File: config.mk
export PLATFORM = sky130hd
export DESIGN_NAME = xdma_cfg_sender_top
export DESIGN_NICKNAME = d
export VERILOG_FILES = /design/src/logic/xdma_pkg.sv /design/src/logic/xdma_cfg_framer.sv /design/src/logic/xdma_req_fifo.sv /design/src/logic/xdma_write_issuer.sv /design/src/logic/xdma_cfg_sender_top.sv
export VERILOG_INCLUDE_DIRS = /design/src /design/src/logic
export SDC_FILE = /design/constraint.sdc
export NUM_CORES = 1
export LEC_CHECK = 0
export BUFFER_PORTS_ARGS = -buffer_cell sky130_fd_sc_hd__buf_2
export CORE_UTILIZATION = 45
export CTS_CLUSTER_DIAMETER = 200
export DETAILED_ROUTE_END_ITERATION = 8
export PLACE_DENSITY_LB_ADDON = 0.15
export SLEW_MARGIN = 20
export SYNTH_ARGS = -nofsm -noshare
export SYNTH_HDL_FRONTEND = slang
export SYNTH_SLANG_ARGS = --single-unit
File: constraint.sdc
create_clock -name clk_i -period 21.9 [get_ports clk_i]
set_input_delay 4.38 -clock clk_i [delete_from_list [all_inputs] [get_ports clk_i]]
set_output_delay 4.38 -clock clk_i [all_outputs]
set_load 0.05 [all_outputs]
File: src/logic/xdma_macros.svh
`ifndef XDMA_MACROS_SVH
`define XDMA_MACROS_SVH

// ---------------------------------------------------------------------------
// Widths
// ---------------------------------------------------------------------------
// Full chip-to-chip address
`define XDMA_ADDR_W 48
// Upper address bits naming the chip
`define XDMA_CHIP_ID_W 16
// Narrow beat
`define XDMA_DATA_W 64
`define XDMA_ID_W 8
// Beat count of one request
`define XDMA_LEN_W 16

// ---------------------------------------------------------------------------
// Address map
// ---------------------------------------------------------------------------
// One cluster window, 1 MB
`define XDMA_CLUSTER_SPACE 48'h10_0000
`define XDMA_CLUSTER_ADDR_W 20
// Main memory bounds, lower 32 address bits only
`define XDMA_MAIN_MEM_BASE 48'h8000_0000
`define XDMA_MAIN_MEM_END 48'h1_0000_0000
// Mailbox window, 4 KB
`define XDMA_MMIO_WIN 4096
// Config window sits third from the region end
`define XDMA_CFG_WIN_IDX 2

// Request buffer entries
`define XDMA_FIFO_DEPTH 4

`endif

File: src/logic/xdma_pkg.sv
`default_nettype none

`include "xdma_macros.svh"

package xdma_pkg;

  // Chip-to-chip address, chip id in the top bits
  typedef logic [`XDMA_ADDR_W-1:0] addr_t;

  // One config beat
  typedef logic [`XDMA_DATA_W-1:0] data_t;

  // DMA transfer id
  typedef logic [`XDMA_ID_W-1:0] id_t;

  // Beat count, header included
  typedef logic [`XDMA_LEN_W-1:0] len_t;

  // Framer position inside a frame set
  typedef enum logic {
    FRAMER_HEADER,
    FRAMER_BODY
  } framer_state_e;

  // Write issuer phases
  typedef enum logic [1:0] {
    ISSUE_IDLE,
    ISSUE_ADDR,
    ISSUE_DATA
  } issuer_state_e;

endpackage : xdma_pkg

`default_nettype wire

File: src/logic/xdma_cfg_framer.sv
`default_nettype none

`include "xdma_macros.svh"

module xdma_cfg_framer
  import xdma_pkg::*;
(
  input  wire logic  clk_i,
  input  wire logic  rst_ni,
  // Config beats from the local DMA engine
  input  wire data_t cfg_data_i,
  input  wire logic  cfg_valid_i,
  output logic       cfg_ready_o,
  // Header fields, only meaningful on a header beat
  input  wire id_t   cfg_dma_id_i,
  input  wire logic  cfg_dma_type_i,
  input  wire addr_t cfg_reader_addr_i,
  input  wire addr_t cfg_writer_addr_i,
  input  wire len_t  cfg_frame_len_i,
  // Request FIFO write side
  input  wire logic  full_i,
  output logic       push_o,
  output data_t      push_data_o,
  output logic       push_first_o,
  output id_t        push_id_o,
  output len_t       push_len_o,
  output addr_t      push_addr_o
);

  localparam int AddrW    = `XDMA_ADDR_W;
  localparam int LowW     = `XDMA_ADDR_W - `XDMA_CHIP_ID_W;
  localparam int ClusterW = `XDMA_CLUSTER_ADDR_W;

  localparam addr_t ClusterSpace = addr_t'(`XDMA_CLUSTER_SPACE);
  localparam addr_t MainMemBase  = addr_t'(`XDMA_MAIN_MEM_BASE);
  localparam addr_t MainMemEnd   = addr_t'(`XDMA_MAIN_MEM_END);
  // Config mailbox starts 12 KB below the region end
  localparam addr_t CfgOffset    = addr_t'((`XDMA_CFG_WIN_IDX + 1) * `XDMA_MMIO_WIN);

  framer_state_e state_q, state_d;
  // Beats accepted so far in the current frame set
  len_t          beat_cnt_q, beat_cnt_d;
  // Frame set length, captured from the header
  len_t          total_len_q, total_len_d;

  logic          accept;
  logic          is_header;
  logic          sel_is_main;
  addr_t         sel_addr;
  addr_t         region_end;
  addr_t         remote_addr;
  len_t          frame_len;

  // Beat moves straight into the FIFO
  assign cfg_ready_o = ~full_i;
  assign accept      = cfg_valid_i & ~full_i;
  assign is_header   = (state_q == FRAMER_HEADER);

  // ---------------------------------------------------------------------------
  // Remote mailbox address
  // ---------------------------------------------------------------------------
  always_comb begin
    // Read pulls from the reader side, write pushes to the writer side
    sel_addr    = cfg_dma_type_i ? cfg_writer_addr_i : cfg_reader_addr_i;
    sel_is_main = (sel_addr[LowW-1:0] >= MainMemBase[LowW-1:0]);
    if (sel_is_main) begin
      // Chip base plus the main memory end
      region_end = {sel_addr[AddrW-1:LowW], {LowW{1'b0}}} + MainMemEnd;
    end else begin
      // Top of the owning cluster window
      region_end = {sel_addr[AddrW-1:ClusterW], {ClusterW{1'b0}}} + ClusterSpace;
    end
    remote_addr = region_end - CfgOffset;
  end

  // Zero or one frames both mean a lone header
  assign frame_len = (cfg_frame_len_i == '0) ? len_t'(1) : cfg_frame_len_i;

  // ---------------------------------------------------------------------------
  // FIFO push
  // ---------------------------------------------------------------------------
  assign push_o       = accept;
  assign push_data_o  = cfg_data_i;
  assign push_first_o = is_header;
  // Descriptor only rides on the header entry
  assign push_id_o    = is_header ? cfg_dma_id_i : '0;
  assign push_len_o   = is_header ? frame_len : '0;
  assign push_addr_o  = is_header ? remote_addr : '0;

  // ---------------------------------------------------------------------------
  // Header / body tracking
  // ---------------------------------------------------------------------------
  always_comb begin
    state_d     = state_q;
    beat_cnt_d  = beat_cnt_q;
    total_len_d = total_len_q;
    case (state_q)
      FRAMER_HEADER: begin
        // Body beats follow only for multi-frame sets
        if (accept && (frame_len > len_t'(1))) begin
          beat_cnt_d  = len_t'(1);
          total_len_d = frame_len;
          state_d     = FRAMER_BODY;
        end
      end
      FRAMER_BODY: begin
        if (accept) begin
          beat_cnt_d = beat_cnt_q + len_t'(1);
          // Next beat after the last body beat is a new header
          if (beat_cnt_q == total_len_q - len_t'(1)) begin
            beat_cnt_d = '0;
            state_d    = FRAMER_HEADER;
          end
        end
      end
      default: begin
        state_d = FRAMER_HEADER;
      end
    endcase
  end

  always_ff @(posedge clk_i or negedge rst_ni) begin
    if (!rst_ni) begin
      state_q     <= FRAMER_HEADER;
      beat_cnt_q  <= '0;
      total_len_q <= '0;
    end else begin
      state_q     <= state_d;
      beat_cnt_q  <= beat_cnt_d;
      total_len_q <= total_len_d;
    end
  end

  // A stalled beat holds its valid and data until accepted
  a_cfg_hold : assert property (@(posedge clk_i) disable iff (!rst_ni)
    (cfg_valid_i && !cfg_ready_o) |=> (cfg_valid_i && $stable(cfg_data_i)))
    else $error("config beat dropped or changed while stalled");

endmodule : xdma_cfg_framer

`default_nettype wire

File: src/logic/xdma_req_fifo.sv
`default_nettype none

`include "xdma_macros.svh"

module xdma_req_fifo
  import xdma_pkg::*;
#(
  parameter int unsigned DEPTH = `XDMA_FIFO_DEPTH
) (
  input  wire logic  clk_i,
  input  wire logic  rst_ni,
  // Write side
  input  wire logic  push_i,
  input  wire data_t push_data_i,
  input  wire logic  push_first_i,
  input  wire id_t   push_id_i,
  input  wire len_t  push_len_i,
  input  wire addr_t push_addr_i,
  output logic       full_o,
  output logic       empty_o,
  // Read side
  input  wire logic  pop_i,
  output data_t      head_data_o,
  output logic       head_first_o,
  output id_t        head_id_o,
  output len_t       head_len_o,
  output addr_t      head_addr_o
);

  localparam int unsigned PtrW = (DEPTH > 1) ? $clog2(DEPTH) : 1;
  localparam int unsigned CntW = $clog2(DEPTH + 1);

  // Entry storage
  data_t           data_mem  [DEPTH];
  logic            first_mem [DEPTH];
  id_t             id_mem    [DEPTH];
  len_t            len_mem   [DEPTH];
  addr_t           addr_mem  [DEPTH];

  logic [PtrW-1:0] wr_ptr_q;
  logic [PtrW-1:0] rd_ptr_q;
  logic [CntW-1:0] count_q;

  // Pointer step with wrap, also for non power-of-two depths
  function automatic logic [PtrW-1:0] next_ptr(input logic [PtrW-1:0] ptr);
    return (ptr == PtrW'(DEPTH - 1)) ? '0 : ptr + 1'b1;
  endfunction

  assign full_o  = (count_q == CntW'(DEPTH));
  assign empty_o = (count_q == '0);

  // Head entry straight from storage
  assign head_data_o  = data_mem[rd_ptr_q];
  assign head_first_o = first_mem[rd_ptr_q];
  assign head_id_o    = id_mem[rd_ptr_q];
  assign head_len_o   = len_mem[rd_ptr_q];
  assign head_addr_o  = addr_mem[rd_ptr_q];

  always_ff @(posedge clk_i) begin
    if (push_i) begin
      data_mem[wr_ptr_q]  <= push_data_i;
      first_mem[wr_ptr_q] <= push_first_i;
      id_mem[wr_ptr_q]    <= push_id_i;
      len_mem[wr_ptr_q]   <= push_len_i;
      addr_mem[wr_ptr_q]  <= push_addr_i;
    end
  end

  // ---------------------------------------------------------------------------
  // Pointers and occupancy
  // ---------------------------------------------------------------------------
  always_ff @(posedge clk_i or negedge rst_ni) begin
    if (!rst_ni) begin
      wr_ptr_q <= '0;
      rd_ptr_q <= '0;
      count_q  <= '0;
    end else begin
      if (push_i) begin
        wr_ptr_q <= next_ptr(wr_ptr_q);
      end
      if (pop_i) begin
        rd_ptr_q <= next_ptr(rd_ptr_q);
      end
      // Simultaneous push and pop leave the count alone
      case ({push_i, pop_i})
        2'b10:   count_q <= count_q + 1'b1;
        2'b01:   count_q <= count_q - 1'b1;
        default: count_q <= count_q;
      endcase
    end
  end

  // Framer must respect full
  a_no_overflow : assert property (@(posedge clk_i) disable iff (!rst_ni)
    push_i |-> !full_o)
    else $error("push into full request FIFO");

  // Issuer must respect empty
  a_no_underflow : assert property (@(posedge clk_i) disable iff (!rst_ni)
    pop_i |-> !empty_o)
    else $error("pop from empty request FIFO");

endmodule : xdma_req_fifo

`default_nettype wire

File: src/logic/xdma_write_issuer.sv
`default_nettype none

module xdma_write_issuer
  import xdma_pkg::*;
(
  input  wire logic  clk_i,
  input  wire logic  rst_ni,
  // Request FIFO head
  input  wire logic  empty_i,
  input  wire data_t head_data_i,
  input  wire logic  head_first_i,
  input  wire id_t   head_id_i,
  input  wire len_t  head_len_i,
  input  wire addr_t head_addr_i,
  output logic       pop_o,
  // Write address channel
  output logic       aw_valid_o,
  input  wire logic  aw_ready_i,
  output addr_t      aw_addr_o,
  output id_t        aw_id_o,
  output len_t       aw_len_o,
  // Write data channel
  output logic       w_valid_o,
  input  wire logic  w_ready_i,
  output data_t      w_data_o,
  output logic       w_last_o,
  // Completion
  output logic       done_o,
  output id_t        done_id_o
);

  issuer_state_e state_q, state_d;

  // Descriptor of the request in flight
  addr_t         addr_q;
  id_t           id_q;
  len_t          len_q;
  // W beats sent for the current request
  len_t          beat_cnt_q;

  logic          take_hdr;
  logic          aw_hs;
  logic          w_hs;
  logic          last_beat;
  logic          done_q;
  id_t           done_id_q;

  // Header waiting at the head while idle
  assign take_hdr  = (state_q == ISSUE_IDLE) & ~empty_i & head_first_i;

  // ---------------------------------------------------------------------------
  // Channel outputs
  // ---------------------------------------------------------------------------
  // Address payload held in registers, stable while stalled
  assign aw_valid_o = (state_q == ISSUE_ADDR);
  assign aw_addr_o  = addr_q;
  assign aw_id_o    = id_q;
  assign aw_len_o   = len_q;
  assign aw_hs      = aw_valid_o & aw_ready_i;

  // Head stays put until popped, so W payload is stable too
  assign w_valid_o  = (state_q == ISSUE_DATA) & ~empty_i;
  assign w_data_o   = head_data_i;
  assign last_beat  = (beat_cnt_q == len_q - len_t'(1));
  assign w_last_o   = (state_q == ISSUE_DATA) & last_beat;
  assign w_hs       = w_valid_o & w_ready_i;

  // One entry leaves per W beat
  assign pop_o      = w_hs;

  assign done_o     = done_q;
  assign done_id_o  = done_id_q;

  // ---------------------------------------------------------------------------
  // FSM
  // ---------------------------------------------------------------------------
  always_comb begin
    state_d = state_q;
    case (state_q)
      ISSUE_IDLE: begin
        if (take_hdr) begin
          state_d = ISSUE_ADDR;
        end
      end
      ISSUE_ADDR: begin
        if (aw_hs) begin
          state_d = ISSUE_DATA;
        end
      end
      ISSUE_DATA: begin
        if (w_hs && last_beat) begin
          state_d = ISSUE_IDLE;
        end
      end
      default: begin
        state_d = ISSUE_IDLE;
      end
    endcase
  end

  always_ff @(posedge clk_i or negedge rst_ni) begin
    if (!rst_ni) begin
      state_q    <= ISSUE_IDLE;
      beat_cnt_q <= '0;
      done_q     <= 1'b0;
    end else begin
      state_q <= state_d;
      // Restart the count for each address phase
      if (aw_hs) begin
        beat_cnt_q <= '0;
      end else if (w_hs) begin
        beat_cnt_q <= beat_cnt_q + len_t'(1);
      end
      // Pulse one cycle after the last W handshake
      done_q <= w_hs & last_beat;
    end
  end

  // Descriptor and completion id
  always_ff @(posedge clk_i) begin
    if (take_hdr) begin
      addr_q <= head_addr_i;
      id_q   <= head_id_i;
      len_q  <= head_len_i;
    end
    if (w_hs && last_beat) begin
      done_id_q <= id_q;
    end
  end

  // Stalled address phase keeps its payload
  a_aw_stable : assert property (@(posedge clk_i) disable iff (!rst_ni)
    (aw_valid_o && !aw_ready_i) |=>
      (aw_valid_o && $stable(aw_addr_o) && $stable(aw_id_o) && $stable(aw_len_o)))
    else $error("AW payload changed while stalled");

  // Framer and FIFO never slip a header into a running request
  a_no_mid_header : assert property (@(posedge clk_i) disable iff (!rst_ni)
    ((state_q == ISSUE_DATA) && !empty_i && (beat_cnt_q != '0)) |-> !head_first_i)
    else $error("header entry inside a request");

endmodule : xdma_write_issuer

`default_nettype wire

File: src/logic/xdma_cfg_sender_top.sv
`default_nettype none

`include "xdma_macros.svh"

module xdma_cfg_sender_top
  import xdma_pkg::*;
(
  input  wire logic  clk_i,
  input  wire logic  rst_ni,
  // Config beats and header fields
  input  wire data_t cfg_data_i,
  input  wire logic  cfg_valid_i,
  output logic       cfg_ready_o,
  input  wire id_t   cfg_dma_id_i,
  input  wire logic  cfg_dma_type_i,
  input  wire addr_t cfg_reader_addr_i,
  input  wire addr_t cfg_writer_addr_i,
  input  wire len_t  cfg_frame_len_i,
  // Write address channel
  output logic       aw_valid_o,
  input  wire logic  aw_ready_i,
  output addr_t      aw_addr_o,
  output id_t        aw_id_o,
  output len_t       aw_len_o,
  // Write data channel
  output logic       w_valid_o,
  input  wire logic  w_ready_i,
  output data_t      w_data_o,
  output logic       w_last_o,
  // Completion
  output logic       done_o,
  output id_t        done_id_o
);

  // Framer to FIFO
  logic  push;
  data_t push_data;
  logic  push_first;
  id_t   push_id;
  len_t  push_len;
  addr_t push_addr;
  logic  full;

  // FIFO to issuer
  logic  empty;
  logic  pop;
  data_t head_data;
  logic  head_first;
  id_t   head_id;
  len_t  head_len;
  addr_t head_addr;

  xdma_cfg_framer i_framer (
    .clk_i             (clk_i),
    .rst_ni            (rst_ni),
    .cfg_data_i        (cfg_data_i),
    .cfg_valid_i       (cfg_valid_i),
    .cfg_ready_o       (cfg_ready_o),
    .cfg_dma_id_i      (cfg_dma_id_i),
    .cfg_dma_type_i    (cfg_dma_type_i),
    .cfg_reader_addr_i (cfg_reader_addr_i),
    .cfg_writer_addr_i (cfg_writer_addr_i),
    .cfg_frame_len_i   (cfg_frame_len_i),
    .full_i            (full),
    .push_o            (push),
    .push_data_o       (push_data),
    .push_first_o      (push_first),
    .push_id_o         (push_id),
    .push_len_o        (push_len),
    .push_addr_o       (push_addr)
  );

  xdma_req_fifo #(
    .DEPTH (`XDMA_FIFO_DEPTH)
  ) i_req_fifo (
    .clk_i        (clk_i),
    .rst_ni       (rst_ni),
    .push_i       (push),
    .push_data_i  (push_data),
    .push_first_i (push_first),
    .push_id_i    (push_id),
    .push_len_i   (push_len),
    .push_addr_i  (push_addr),
    .full_o       (full),
    .empty_o      (empty),
    .pop_i        (pop),
    .head_data_o  (head_data),
    .head_first_o (head_first),
    .head_id_o    (head_id),
    .head_len_o   (head_len),
    .head_addr_o  (head_addr)
  );

  xdma_write_issuer i_issuer (
    .clk_i        (clk_i),
    .rst_ni       (rst_ni),
    .empty_i      (empty),
    .head_data_i  (head_data),
    .head_first_i (head_first),
    .head_id_i    (head_id),
    .head_len_i   (head_len),
    .head_addr_i  (head_addr),
    .pop_o        (pop),
    .aw_valid_o   (aw_valid_o),
    .aw_ready_i   (aw_ready_i),
    .aw_addr_o    (aw_addr_o),
    .aw_id_o      (aw_id_o),
    .aw_len_o     (aw_len_o),
    .w_valid_o    (w_valid_o),
    .w_ready_i    (w_ready_i),
    .w_data_o     (w_data_o),
    .w_last_o     (w_last_o),
    .done_o       (done_o),
    .done_id_o    (done_id_o)
  );

endmodule : xdma_cfg_sender_top

`default_nettype wire

### Word-level counts from Yosys, hierarchy flattened

Memory sizes are Yosys's and may differ from the RTL's. A register that Yosys moved wholly into a read port is not among the register bits.
Index checks and enable logic that the tools add are counted.
Widths: inputs -> output; s select.

* multipliers: 0
* reductions and logical operators: 10
* equal/unequal tests: 14
* add/subtract/negate cells: 11
* $lt $le $gt $ge: 2
* bitwise gates (word level): 11
* shifts and indexed selects: 0
* mux-type cells: 25
* div/mod/pow operators: 0

Operator list (number)
* $mux 48: 3
* $mux 16: 7
* $add 48x21->48 const B: 1
* $add 48x33->48 const B: 1
* $sub 48x14->48 const B: 1
* $add 16x1->16 const B: 2
* $eq 16x16->1: 2
* $ge 32x32->1 const B: 1
* $pmux 16 s2: 1
* $sub 16x1->16 const B: 2
* $gt 16x1->1 const B: 1
* $logic_not 16->1: 1
* $mux 2: 5
* $and 1x1->1: 8
* $eq 2x2->1 const B: 4
* $mux 8: 1
* $ne 2x2->1 const B: 4
* $pmux 2 s3: 1
* $pmux 3 s2: 1
* $mux 1: 5
* $add 2x1->2 const B: 2
* $eq 2x1->1 const B: 2
* $reduce_and 2->1: 2
* $reduce_bool 2->1: 2
* 10 further kinds: 13

* register bits after elaboration: 67
* memories kept: 5
* bits in latches: 0
* memory bits (read-only): 0
* bits in writable memories: 548

Memories
* i_req_fifo.data_mem: words 4, width 64, rd ports 1, clocked after Yosys merged registers in 0, wr ports 1, line xdma_req_fifo.sv:34 `data_t data_mem [DEPTH];`
* i_req_fifo.addr_mem: words 4, width 48, rd ports 1, clocked after Yosys merged registers in 1, wr ports 1, line xdma_req_fifo.sv:38 `addr_t addr_mem [DEPTH];`
* i_req_fifo.len_mem: words 4, width 16, rd ports 1, clocked after Yosys merged registers in 1, wr ports 1, line xdma_req_fifo.sv:37 `len_t len_mem [DEPTH];`
* i_req_fifo.id_mem: words 4, width 8, rd ports 1, clocked after Yosys merged registers in 1, wr ports 1, line xdma_req_fifo.sv:36 `id_t id_mem [DEPTH];`
* i_req_fifo.first_mem: words 4, width 1, rd ports 1, clocked after Yosys merged registers in 0, wr ports 1, line xdma_req_fifo.sv:35 `logic first_mem [DEPTH];`

### Longest topological paths before layout

Gate-level depths: netlist (run 1).

* depth in word-level cells: 7
* depth in mapped cells: 18
* gate-level depth less buffers: 11

### Cells and area by module

From an unflattened synthesis (run 1), not the netlist that was laid out.

* cell total of the unflattened synthesis: 1685
* area, all modules: 29432.0 um^2

Modules (own cells, without submodules)
* xdma_req_fifo: cells an instance 754, instances 1, area each 20199.4 um^2
* xdma_cfg_framer: cells an instance 613, instances 1, area each 4849.7 um^2
* xdma_write_issuer: cells an instance 318, instances 1, area each 4383.0 um^2

### Worst setup path before layout (run 1)

No wires, ideal clock.

* path kind: input to register
* start: in cfg_dma_type_i
* end: mem i_req_fifo.addr_mem[0][47] (netlist name), data pin
* slack: 13.341 ns
* arrival: 8.380 ns
* stages: 17
* required time: 21.721 ns
* buffers on the path: 6
* cell sequence: buf_4 > buf_6 > buf_2 > buf_4 > buf_2 > buf_2 > mux2i_1 > inv_1 > ha_1 > xor2_1 > a32oi_1 > or3b_1 > a211o_1 > a211oi_2 > nand2_1 > or4_1 > a21oi_1

* cells in the longest elaborated chain, start to end: 5

RTL lines
* from (decl): line xdma_cfg_sender_top.sv:15 `input wire logic cfg_dma_type_i,`
* $mux 48 *: line xdma_cfg_framer.sv:64 `sel_addr = cfg_dma_type_i ? cfg_writer_addr_i : cfg_reader_addr_i;`
* $add 48x21->48, or another cell as far along: line xdma_cfg_framer.sv:71 `region_end = {sel_addr[AddrW-1:ClusterW], {ClusterW{1'b0}}} + ClusterSpace;`
* $mux 48 *: line xdma_cfg_framer.sv:66 `if (sel_is_main) begin`
* $sub 48x14->48 *: line xdma_cfg_framer.sv:73 `remote_addr = region_end - CfgOffset;`
* $mux 48 *: line xdma_cfg_framer.sv:88 `assign push_addr_o = is_header ? remote_addr : '0;`
* named net i_framer.push_addr_o[47]: line xdma_cfg_framer.sv:27 `output addr_t push_addr_o`
* to (decl): line xdma_req_fifo.sv:38

Mark *: on every way through the listed nets, which the timed path passes. The rest lies on a longest branch.

### Worst setup path in the final report (run 1)

* start: reg i_issuer.len_q[1] (netlist: i_issuer.aw_len_o[1]) (read register of i_req_fifo.len_mem)
* end: out w_last_o

* cells in the longest elaborated chain, start to end: 3

RTL lines
* from (decl): line xdma_write_issuer.sv:37 `len_t len_q;`
* $sub 16x1->16: line xdma_write_issuer.sv:64 `assign last_beat = (beat_cnt_q == len_q - len_t'(1));`
* $eq 16x16->1: line xdma_write_issuer.sv:64
* $and 1x1->1: line xdma_write_issuer.sv:65 `assign w_last_o = (state_q == ISSUE_DATA) & last_beat;`
* to (decl): line xdma_cfg_sender_top.sv:29 `output logic w_last_o,`

Every way passes these cells.

==> impl_summary.txt, run 1 <==
----------------------------------------------------
[Clock tree]
  Clk sink count ... 588
  Buffer levels on the longest clock path ... 3
  Post-CTS setup buffer count ... 0
  CTS HTree Levels ... 2
  Clock root buffer ... clkbuf_16
  Number of cells upsized or downsized after cts ... 0
  Clock transition at the registers of the reported paths ... 0.06 ns
  Number of buffers added by the clock tree synthesis step ... 58
  Hold buffers post-CTS ... 0
  Clk Latency, worst-skew pair ... 0.63 ns
  Clock tree from TritonCTS ... done

[GRT]
  First-pass GRT wire length ... 82850 um
  Pin count of the biggest net entering global routing ... 74
  GR Overflow Total ... 0
  Overall global routing resource usage ... 19.16%
  Antenna violations before repair ... 5
  Via count of the first global-routing pass ... 14130

[Finish]
  Fraction of layout instances using a drive strength above 1 ... 30.21%
  Total area of multi-input combinational cells ... 7161 um2
  # fillers ... 4442
  Sequential cell area ... 17370 um2
  Final layout net count ... 1963
  Area added between synthesis and finish ... 15.70%

[Die]
  Boundary Pins ... 339
  Vertical die dimension ... 237.4 um
  Floorplan Core Area ... 54240 um2
  Overall die width ... 237.4 um
  Die Area ... 56360 um2
  Starting Density ... 45.97%
  Row count ... 85

[Timing]
  Final worst clock skew ... 0.03982 ns
  Final number of max-transition violations ... 0
  Final setup violating endpoints ... 0
  Final worst slack ... 13.40 ns
  Setup total negative slack ... 0 ns
  FMAX ... 0.1177 GHz
  Unrepaired setup endpoints after global routing ... no
  Slew at the pin closest to its max-slew limit ... 1.014 ns
  Number of hold violations in the final report ... 0
  Fraction of the cycle the final worst path needs ... 38.80%
  Worst slew margin relative to its limit ... 32.40%
  Minimum period implied by the final worst setup slack ... 8.497 ns

[Synthesis]
  Share of the synthesized area in the top cell type ... 63.70%
  Fraction of the mapped netlist area in compound gates ... 3.999%
  Yosys top cell by area ... edfxtp_1
  Synth cell count leaders ... edfxtp_1, mux4_2, nor2_1
  Synthesized instance count ... 1462
  Post-synthesis cell area ... 24940 um2
  Post-synth top flop ... edfxtp_1
  Number of distinct library cells after synthesis ... 81
  Xor/xnor cell area share of the yosys netlist ... 2.845%
  Share of synthesized cell area in full adder, half adder and majority cells ... 0.7827%
  Combinational family with the most area after synthesis ... multiplexers
  Mean instance size in the synthesized netlist ... 17.06 um2
  Number of storage elements in the synthesis netlist ... 588
  Cell with the most instances after synthesis ... edfxtp_1
  Multiplexer area fraction after synthesis ... 12.74%
  Yosys warns ... 0
  Simple logic cell fraction of the synthesized area ... 8.048%
  Post-synthesis sequential area ratio ... 69.62%
  Number of enable-type register cells in the synthesized netlist ... 529
  Share of async-settable or async-resettable flops after synthesis ... 10.03%
  Top cells by area in the synthesized netlist ... edfxtp_1, mux4_2, dfrtp_1

[Worst setup path]
  Endpoint class of the critical path ... output port
  Arrival time at the worst endpoint ... 4.12 ns
  Crit-path max FO ... 6
  Reg-to-reg critical path startpoint ... i_issuer.aw_len_o[1]
  Timing startpoint of the critical path ... i_issuer.aw_len_o[1]
  Worst Setup Start Kind ... flop
  Worst setup path category ... flop to output port
  Required time at the endpoint of the critical path ... 17.52 ns
  Slack of the worst reg-to-reg path ... 17.79 ns

[Power]
  Share of total power in sequential cells ... 41.8%
  Proportion of power drawn by combinational gates ... 34.7%
  Worst voltage drop across the vdd grid ... 0.07333 mV
  Pwr dens ... 139.6 nW/um2
  Power dissipated by switching net loads ... 1.513 mW
  Internal Pwr Total ... 2.513 mW
  Final Total Pwr ... 4.026 mW
  Fraction of power consumed by the clock network ... 23.5%
  Total leakage power ... 10.09 nW
  Net switching share of the total power ... 37.58%

[Detailed routing]
  Vias per cell ... 5.526
  DR vias ... 13810
  Routed wire length per instance ... 21.56 um
  Starting DRC count in detailed routing ... 866
  Drt first pass iters ... 5
  DRC violation count after routing ... 0
  Final routed wirelength across all metal layers ... 53910 um
  Remaining antenna violation count after routing ... 0

[Place]
  Worst Setup Slack post-DPL ... 12.89 ns
  GPL Wtd Cong ... 0.8239
  IO Port Bufs ... 285
  Half-perimeter wire length of the detailed placement result ... 34730 um

[Hold path]
  Worst Hold Launch ... i_issuer.aw_id_o[6]
  Hold WC Path Type ... flop to flop

[Run status]
  Status ... completed

[Job]
  Max-cap violation count ... 0

----------------------------------------------------
-- kinds of logic (layout without fill, tap and decap cells) --
group	after synthesis	count (layout)
multiplexers	168	168
adder cells (fa/ha/maj)	15	15
XOR/XNOR	81	81
other	1	16
AND/OR/NAND/NOR	362	362
AO/OA/AOI/OAI	149	149
buffers and inverters	98	425
flip-flops	588	588
-- registers in the layout, summed over array words and instances, names as in the netlist --
register / cells
i_req_fifo.data_mem: 256
i_req_fifo.addr_mem: 116
i_req_fifo.len_mem: 64
i_req_fifo.id_mem: 32
i_issuer.aw_addr_o: 29
i_framer.beat_cnt_q: 16
i_framer.total_len_q: 16
i_issuer.aw_len_o: 16
i_issuer.beat_cnt_q: 16
i_issuer.aw_id_o: 8
i_issuer.done_id_o: 8
i_req_fifo.count_q: 3
i_issuer.state_q: 2
i_req_fifo.rd_ptr_q: 2
i_req_fifo.wr_ptr_q: 2
i_framer.state_q: 1
i_issuer.done_o: 1
-- stage by stage --
stage,utilization (%),area [um2],instances,hold slack [ns]
final,53.19,28850,2500,0.4717
after global routing,53.18,28850,2498,0.5047
after CTS,53.18,28840,2497,0.4918
after detailed placement,49.84,27030,2394,0.4759
after global placement,49.84,27030,2394,0.4882
after floorplan,-,24980,1474,0.4643
-- final cells by class --
type | count | share of cell area (%)
Clock inverter | 29 | 0.8977
Tap cell | 696 | 3.018
Multi-Input combinational cell | 788 | 24.82
Inverter | 20 | 0.2602
Antenna cell | 3 | 0.02602
Timing Repair Buffer | 302 | 5.386
Sequential cell | 588 | 60.21
Clock buffer | 74 | 5.382
-- path summary, 6_finish.rpt --
kind / cells after the start / to
setup / recovery: 10 / w_last_o
hold / removal: 0 / i_issuer.done_id_o[6]
setup reg to reg: 9 / i_issuer.done_id_o[2]
hold reg to reg: 0 / i_issuer.done_id_o[6]
max in group asynchronous: 2 / i_req_fifo.rd_ptr_q[0]
min in group asynchronous: 2 / i_framer.total_len_q[9]
-- layer usage --
metal / up-vias / share of wire, % / track usage [%]
li1: 6366 / - / -
met4: 2 / 1.9 / 5.064
met1: 7046 / 43 / 25.26
met2: 336 / 50 / 32.68
met5: - / 0.020 / 0
met3: 64 / 4.9 / 3.588
-- critical path, cell delays in order (launching register included) --
cell and delay (ns):
edfxtp_1 0.47, inv_1 0.10, ha_1 0.25, or4b_1 0.59
or4_1 0.58, a21oi_1 0.15, a311o_1 0.14, a2bb2oi_1 0.06
a2111oi_0 0.62, and3b_1 0.25, buf_2 0.28
-- placed cells by master (no fill, tap or decap), types with 8 or more instances in the layout --
cell         n
nor4_1      10
nand2_1     61
nor2b_1     36
nand3_1     41
buf_2      285
o21ai_0     43
clkbuf_1    13
nand2b_1    14
mux2i_1     26
mux2_2      24
and3_1      20
nand4b_1     9
dfrtp_1     56
ha_1        14
a21oi_1     30
nand4_1     25
nand3b_1    14
o31ai_1      8
conb_1      13
inv_1       19
xor2_1      34
mux4_2     117
clkbuf_16   59
clkinv_1    14
edfxtp_1   529
nor3_1      11
or3_1       11
xnor2_1     47
buf_4       17
nor2_1      64
o21ai_1      8
-- power groups by stage --
stage	sequential, mW	combinational, mW	clock (mW)
floorplan	1.82	0.945	0
global placement	1.70	1.42	0
detailed placement	1.71	1.43	0
CTS	1.69	1.43	0.972
global route	1.71	1.48	1.01
finish	1.68	1.40	0.946
Note: power is estimated with default switching activity, not from simulation.
==> inputs of run 2 (changes only) <==
==> constraint.sdc (replaced) <==
create_clock -name clk_i -period 6.85 [get_ports clk_i]
set_input_delay 1.37 -clock clk_i [delete_from_list [all_inputs] [get_ports clk_i]]
set_output_delay 1.37 -clock clk_i [all_outputs]
set_load 0.05 [all_outputs]
==> run 2 against run 1 <==
Non-clock buffer count decreased by 4. Via count decreased by 0.34%. Clock power increased to 3.2 times the previous value. Register-to-register slack got worse by 15 ns. Die area unchanged. Highest routed layer is now met4. Power increased to 3.2 times the previous value. Sequential power increased to 3.2 times the previous value.
==> impl_summary.txt, run 2 (same netlist as run 1, synthesis figures left out) <==
----------------------------------------------------
[Detailed routing]
  Vias per cell ... 5.509 (-0.30%)
  Drt first pass iters ... 5 (unchanged)
  DRC violation count after routing ... 0 (unchanged)
  Remaining antenna violation count after routing ... 0 (unchanged)
  DR vias ... 13770 (-0.34%)
  Final routed wirelength across all metal layers ... 52880 um (-1.9%)
  Starting DRC count in detailed routing ... 754 (-13%)
  Routed wire length per instance ... 21.16 um (-1.9%)

[Hold path]
  Hold WC Path Type ... flop to flop

[Run status]
  Status ... completed

[Clock tree]
  Number of cells upsized or downsized after cts ... 0 (unchanged)
  CTS HTree Levels ... 2 (unchanged)
  Post-CTS setup buffer count ... 0 (unchanged)
  Hold buffers post-CTS ... 0 (unchanged)
  Clock tree from TritonCTS ... done
  Clk sink count ... 588 (unchanged)
  Clock transition at the registers of the reported paths ... 0.06 ns (about the same)
  Number of buffers added by the clock tree synthesis step ... 60 (+3.4%)
  Clk Latency, worst-skew pair ... 0.60 ns (-0.03 ns)
  Buffer levels on the longest clock path ... 3 (unchanged)
  Clock root buffer ... clkbuf_16

[Timing]
  FMAX ... 0.1778 GHz
  Final worst clock skew ... 0.01508 ns (-0.02474 ns)
  Minimum period implied by the final worst setup slack ... 5.625 ns
  Final worst slack ... 1.225 ns (-12.18 ns)
  Final number of max-transition violations ... 0 (unchanged)
  Number of hold violations in the final report ... 0 (unchanged)
  Fraction of the cycle the final worst path needs ... 82.12%
  Worst slew margin relative to its limit ... 30.94% (-1.5 points)
  Slew at the pin closest to its max-slew limit ... 1.036 ns (+0.02193 ns)
  Final setup violating endpoints ... 0 (unchanged)
  Unrepaired setup endpoints after global routing ... no
  Setup total negative slack ... 0 ns (unchanged)

[Finish]
  Commonest non-fill, non-tap cells in the layout ... edfxtp_1, buf_2, mux4_2
  # fillers ... 4418 (-0.54%)
  Sequential cell area ... 17370 um2 (unchanged)
  Commonest non-fill, non-tap cell in the layout ... edfxtp_1
  Leading registers by flop count ... i_req_fifo.data_mem: 256 flops, i_req_fifo.addr_mem: 116 flops, i_req_fifo.len_mem: 64 flops
  Final layout net count ... 1961 (-0.10%)
  Flip-flop count of the largest register, all copies and words added ... 256 (unchanged)
  Total area of multi-input combinational cells ... 7169 um2 (+0.12%)
  Fraction of layout instances using a drive strength above 1 ... 30.01% (-0.20 points)
  Total inserted antenna cells ... 0 (-3)
  Area added between synthesis and finish ... 16.00%
  Largest register by flop count ... i_req_fifo.data_mem

[Die]
  Row count ... 85 (unchanged)
  Boundary Pins ... 339 (unchanged)
  Starting Density ... 45.97% (unchanged)
  Vertical die dimension ... 237.4 um (unchanged)
  Overall die width ... 237.4 um (unchanged)
  Floorplan Core Area ... 54240 um2 (unchanged)
  Die Area ... 56360 um2 (unchanged)

[Worst setup path]
  Arrival time at the worst endpoint ... 4.26 ns (+0.14 ns)
  Required time at the endpoint of the critical path ... 5.48 ns (-12.04 ns)
  Worst setup path category ... flop to output port
  Endpoint class of the critical path ... output port
  Worst Setup Start Kind ... flop
  Crit-path max FO ... 6 (unchanged)

[GRT]
  Pin count of the biggest net entering global routing ... 78 (+5.4%)
  GR Overflow Total ... 0 (unchanged)
  Antenna violations before repair ... 0 (-5)
  Overall global routing resource usage ... 18.76% (-0.41 points)
  First-pass GRT wire length ... 81010 um (-2.2%)
  Via count of the first global-routing pass ... 14160 (+0.23%)

[Power]
  Final Total Pwr ... 12.93 mW (+220%)
  Total leakage power ... 10.12 nW (+0.22%)
  Pwr dens ... 446.9 nW/um2 (+220%)
  Worst voltage drop across the vdd grid ... 0.3166 mV (+330%)

[Place]
  GPL Wtd Cong ... 0.8286 (+0.57%)
  IO Port Bufs ... 285 (unchanged)
  Worst Setup Slack post-DPL ... 0.9629 ns (-11.93 ns)
  Half-perimeter wire length of the detailed placement result ... 33710 um (-3.0%)

[Job]
  Max-cap violation count ... 0 (unchanged)

----------------------------------------------------
==> run 2: per-layer routing <==
metal / global-route usage, % / part of all wire, %
met1: 25.09 / 44
met2: 31.86 / 49
met3: 3.031 / 4.2
met4: 5.161 / 2.3
met5: 0 / 0
==> run 2: critical path: stages (launching register included) <==
cell and delay (ns):
edfxtp_1 0.52, inv_1 0.10, ha_1 0.27, or4b_1 0.59, nor4_1 0.33, xnor2_1 0.15
nor4_1 0.22, nand3_1 0.14, a2111oi_0 0.76, and3b_1 0.31, buf_2 0.27
==> run 2: path summary, 6_finish.rpt <==
path | from | to | slack (ns) | cells after the start
max | i_issuer.aw_len_o[0] | w_last_o | 1.22 | 10
min in group asynchronous | rst_ni | i_framer.beat_cnt_q[11] | 0.95 | 2
min reg2reg | i_issuer.aw_id_o[7] | i_issuer.done_id_o[7] | 0.49 | 0
max in group asynchronous | rst_ni | i_req_fifo.rd_ptr_q[1] | 5.24 | 2
max reg2reg | i_issuer.aw_len_o[0] | i_issuer.done_id_o[7] | 2.63 | 9
min | i_issuer.aw_id_o[7] | i_issuer.done_id_o[7] | 0.49 | 0
==> run 2: power breakdown <==
| part | leakage [nW] | internal [mW] | switching (mW) |
|---|---|---|---|
| Combinational | 3.56 | 1.43 | 3.03 |
| Sequential | 5.67 | 4.92 | 0.486 |
| Clock | 0.892 | 1.76 | 1.31 |
==> run 2: through the flow <==
| step | cells | hold WS (ns) | cell area (um2) | utilization [%] |
|---|---|---|---|---|
| final | 2499 | 0.4902 | 28930 | 53.33 |
| after global routing | 2499 | 0.5000 | 28930 | 53.33 |
| after CTS | 2499 | 0.4947 | 28930 | 53.33 |
| after detailed placement | 2390 | 0.4808 | 27080 | 49.94 |
| after global placement | 2390 | 0.4795 | 27080 | 49.94 |
| after floorplan | 1474 | 0.4643 | 24990 | - |
==> run 2: area by class of cell <==
cell class / instances / area share (%)
inverter: 20 / 0.2595
tap: 696 / 3.011
clock inverter: 32 / 0.9559
timing repair buffer: 298 / 5.528
multi-input combinational: 788 / 24.78
sequential: 588 / 60.05
clock buffer: 77 / 5.411
==> inputs of run 3 (changes only) <==
==> constraint.sdc (replaced) <==
create_clock -name clk_i -period 5.54 [get_ports clk_i]
set_input_delay 1.108 -clock clk_i [delete_from_list [all_inputs] [get_ports clk_i]]
set_output_delay 1.108 -clock clk_i [all_outputs]
set_load 0.05 [all_outputs]
==> run 3 against run 2 <==
Power is 26% higher. Die area stayed put. Non-clock buffer count is 8 higher. Critical path type unchanged. Sequential power is 24% higher. Critical path depth stayed put. Via count is 0.24% higher. First-iteration DRC count is 12% higher. Global-route usage is 0.25 points higher. Sequential share of layout area is 0.45 points lower. Combinational power is 24% higher.
==> impl_summary.txt, run 3 (same netlist as run 1, synthesis figures left out) <==
----------------------------------------------------
[Run status]
  Status ... completed

[Worst setup path]
  Cell Chain, Critical Path ... inv_1 > ha_1 > or4b_1 > or4_1 > a21oi_1 > a311o_1 > a2bb2oi_1 > a2111oi_0 > and3b_1 > buf_2
  Crit-path max FO ... 6 (unchanged)
  Worst-case reg-to-reg path depth ... 9 (unchanged)
  Buffering stage count on the worst path with inverters included ... 2 (unchanged)
  Worst setup path category ... flop to output port
  Critical R2R Capture ... i_issuer.done_id_o[4]
  Required time at the endpoint of the critical path ... 4.43 ns (-1.05 ns)
  Timing startpoint of the critical path ... i_issuer.aw_len_o[0]
  Endpoint class of the critical path ... output port
  Kind of cell adding the most delay to the critical path ... simple AND/OR/NAND/NOR gates
  Slowest Stage Delay on Critical Path ... 0.59 ns (-0.17 ns)
  Slack of the worst reg-to-reg path ... 1.53 ns (-1.10 ns)
  Cell with the largest stage delay on the worst path ... a2111oi_0
  Arrival time at the worst endpoint ... 4.04 ns (-0.22 ns)
  Worst Setup Start Kind ... flop
  Reg-to-reg critical path startpoint ... i_issuer.aw_len_o[0]

[Timing]
  FMAX ... 0.1941 GHz
  Fraction of the cycle the final worst path needs ... 93.01%
  Final worst clock skew ... 0.03477 ns (+0.01969 ns)
  Final number of max-transition violations ... 0 (unchanged)
  Setup total negative slack ... 0 ns (unchanged)
  Worst slew margin relative to its limit ... 32.56% (+1.6 points)
  Number of hold violations in the final report ... 0 (unchanged)
  Unrepaired setup endpoints after global routing ... no
  Slew at the pin closest to its max-slew limit ... 1.008 ns (-0.02814 ns)
  Minimum period implied by the final worst setup slack ... 5.153 ns
  Final setup violating endpoints ... 0 (unchanged)

[Job]
  Max-cap violation count ... 0 (unchanged)

[Place]
  Half-perimeter wire length of the detailed placement result ... 34360 um (+1.9%)
  IO Port Bufs ... 285 (unchanged)
  GPL Wtd Cong ... 0.8600 (+3.8%)

[Clock tree]
  Clk sink count ... 588 (unchanged)
  Post-CTS setup buffer count ... 0 (unchanged)
  Hold buffers post-CTS ... 0 (unchanged)
  Clk Latency, worst-skew pair ... 0.62 ns (+0.02 ns)
  CTS HTree Levels ... 2 (unchanged)
  Clock transition at the registers of the reported paths ... 0.06 ns (about the same)
  Clock root buffer ... clkbuf_16
  Number of cells upsized or downsized after cts ... 0 (unchanged)
  Number of buffers added by the clock tree synthesis step ... 59 (-1.7%)
  Buffer levels on the longest clock path ... 3 (unchanged)
  Clock tree from TritonCTS ... done

[Finish]
  Leading registers by flop count ... i_req_fifo.data_mem: 256 flops, i_req_fifo.addr_mem: 116 flops, i_req_fifo.len_mem: 64 flops
  Fraction of layout instances using a drive strength above 1 ... 31.11% (+1.1 points)
  Largest register by flop count ... i_req_fifo.data_mem
  Post-layout util ... 53.74% (+0.41 points)
  Total inserted antenna cells ... 0 (unchanged)
  Commonest non-fill, non-tap cells in the layout ... edfxtp_1, buf_2, mux4_2
  Flip-flop count of the largest register, all copies and words added ... 256 (unchanged)
  Area added between synthesis and finish ... 16.88%
  Sequential cell area ... 17370 um2 (unchanged)
  # fillers ... 4407 (-0.25%)
  Final layout net count ... 1968 (+0.36%)
  Commonest non-fill, non-tap cell in the layout ... edfxtp_1
  Total area of multi-input combinational cells ... 7169 um2 (unchanged)

[Die]
  Overall die width ... 237.4 um (unchanged)
  Boundary Pins ... 339 (unchanged)
  Die Area ... 56360 um2 (unchanged)
  Vertical die dimension ... 237.4 um (unchanged)
  Row count ... 85 (unchanged)
  Floorplan Core Area ... 54240 um2 (unchanged)
  Starting Density ... 45.97% (unchanged)

[Detailed routing]
  Final routed wirelength across all metal layers ... 53500 um (+1.2%)
  Drt first pass iters ... 5 (unchanged)
  Vias per cell ... 5.500 (-0.16%)
  DRC violation count after routing ... 0 (unchanged)
  Remaining antenna violation count after routing ... 0 (unchanged)
  Starting DRC count in detailed routing ... 845 (+12%)
  Routed wire length per instance ... 21.32 um (+0.76%)
  DR vias ... 13800 (+0.24%)

[GRT]
  First-pass GRT wire length ... 81830 um (+1.0%)
  GR Overflow Total ... 0 (unchanged)
  Via count of the first global-routing pass ... 13880 (-2.0%)
  Pin count of the biggest net entering global routing ... 68 (-13%)
  Antenna violations before repair ... 1 (+1)
  Overall global routing resource usage ... 19.01% (+0.25 points)

[Power]
  Final Total Pwr ... 16.29 mW (+26%)
  Total leakage power ... 10.25 nW (+1.3%)
  Worst voltage drop across the vdd grid ... 0.2856 mV (-9.8%)
  Pwr dens ... 558.8 nW/um2 (+25%)

[Hold path]
  Hold WC Path Type ... input pin to asynchronous set/reset pin

----------------------------------------------------
-- run 3: cell count changes in the layout (fill, tap and decap cells not counted), sizes merged --
cell / previous run / this run
clkinv: 23 / 33
clkbuf: 77 / 68
buf: 298 / 306
bufinv: 4 / 9
inv: 23 / 19
-- run 3: worst register-to-register path, delay by kind of cell (launching register included) --
family	cells	cell delay (ns)
flops	1	0.47
fa+ha+maj	1	0.25
buf+inv	1	0.09
simple gates	3	1.91
compound gates	4	0.91
-- run 3: power by group --
group	switching (mW)	internal, mW	leakage [nW]
clock network	1.68	2.41	0.990
registers	0.611	6.08	5.67
logic	3.75	1.76	3.59
total	6.03	10.3	10.2
-- run 3: area by class of cell --
cell class | count | share of cell area (%)
Clock inverter | 43 | 1.700
Tap cell | 696 | 2.988
Sequential cell | 588 | 59.60
Multi-Input combinational cell | 788 | 24.60
Inverter | 20 | 0.2576
Timing Repair Buffer | 306 | 5.606
Clock buffer | 68 | 5.254
-- run 3: worst max-delay path by stage --
stage / depth (start not counted) / endpoint
after global routing: 10 / w_last_o
final: 10 / w_last_o
after floorplan: 17 / i_req_fifo.addr_mem[0][47]
after detailed placement: 10 / i_req_fifo.addr_mem[2][47]
after global placement: 10 / i_req_fifo.addr_mem[0][47]
after CTS: 10 / w_last_o
-- run 3: per-stage QoR --
stage / area [um2] / hold slack [ns] / worst slack (ns) / std cells
2_1_floorplan: 24990 / 0.4643 / 0.2531 / 1474
3_3_place_gp: 27120 / 0.4910 / 0.7084 / 2398
3_5_place_dp: 27120 / 0.4922 / 0.6060 / 2398
4_1_cts: 29150 / 0.4280 / 0.3415 / 2509
5_1_grt: 29150 / 0.4447 / 0.1808 / 2509
6_report: 29150 / 0.4519 / 0.3871 / 2509
-- run 3: per-layer routing --
metal,wire length [um],GRT usage (%),share of wire [%]
met1,23260,25.68,43
met2,26480,31.82,49
met3,2399,3.101,4.5
met4,1343,5.591,2.5
met5,13,0,0.024
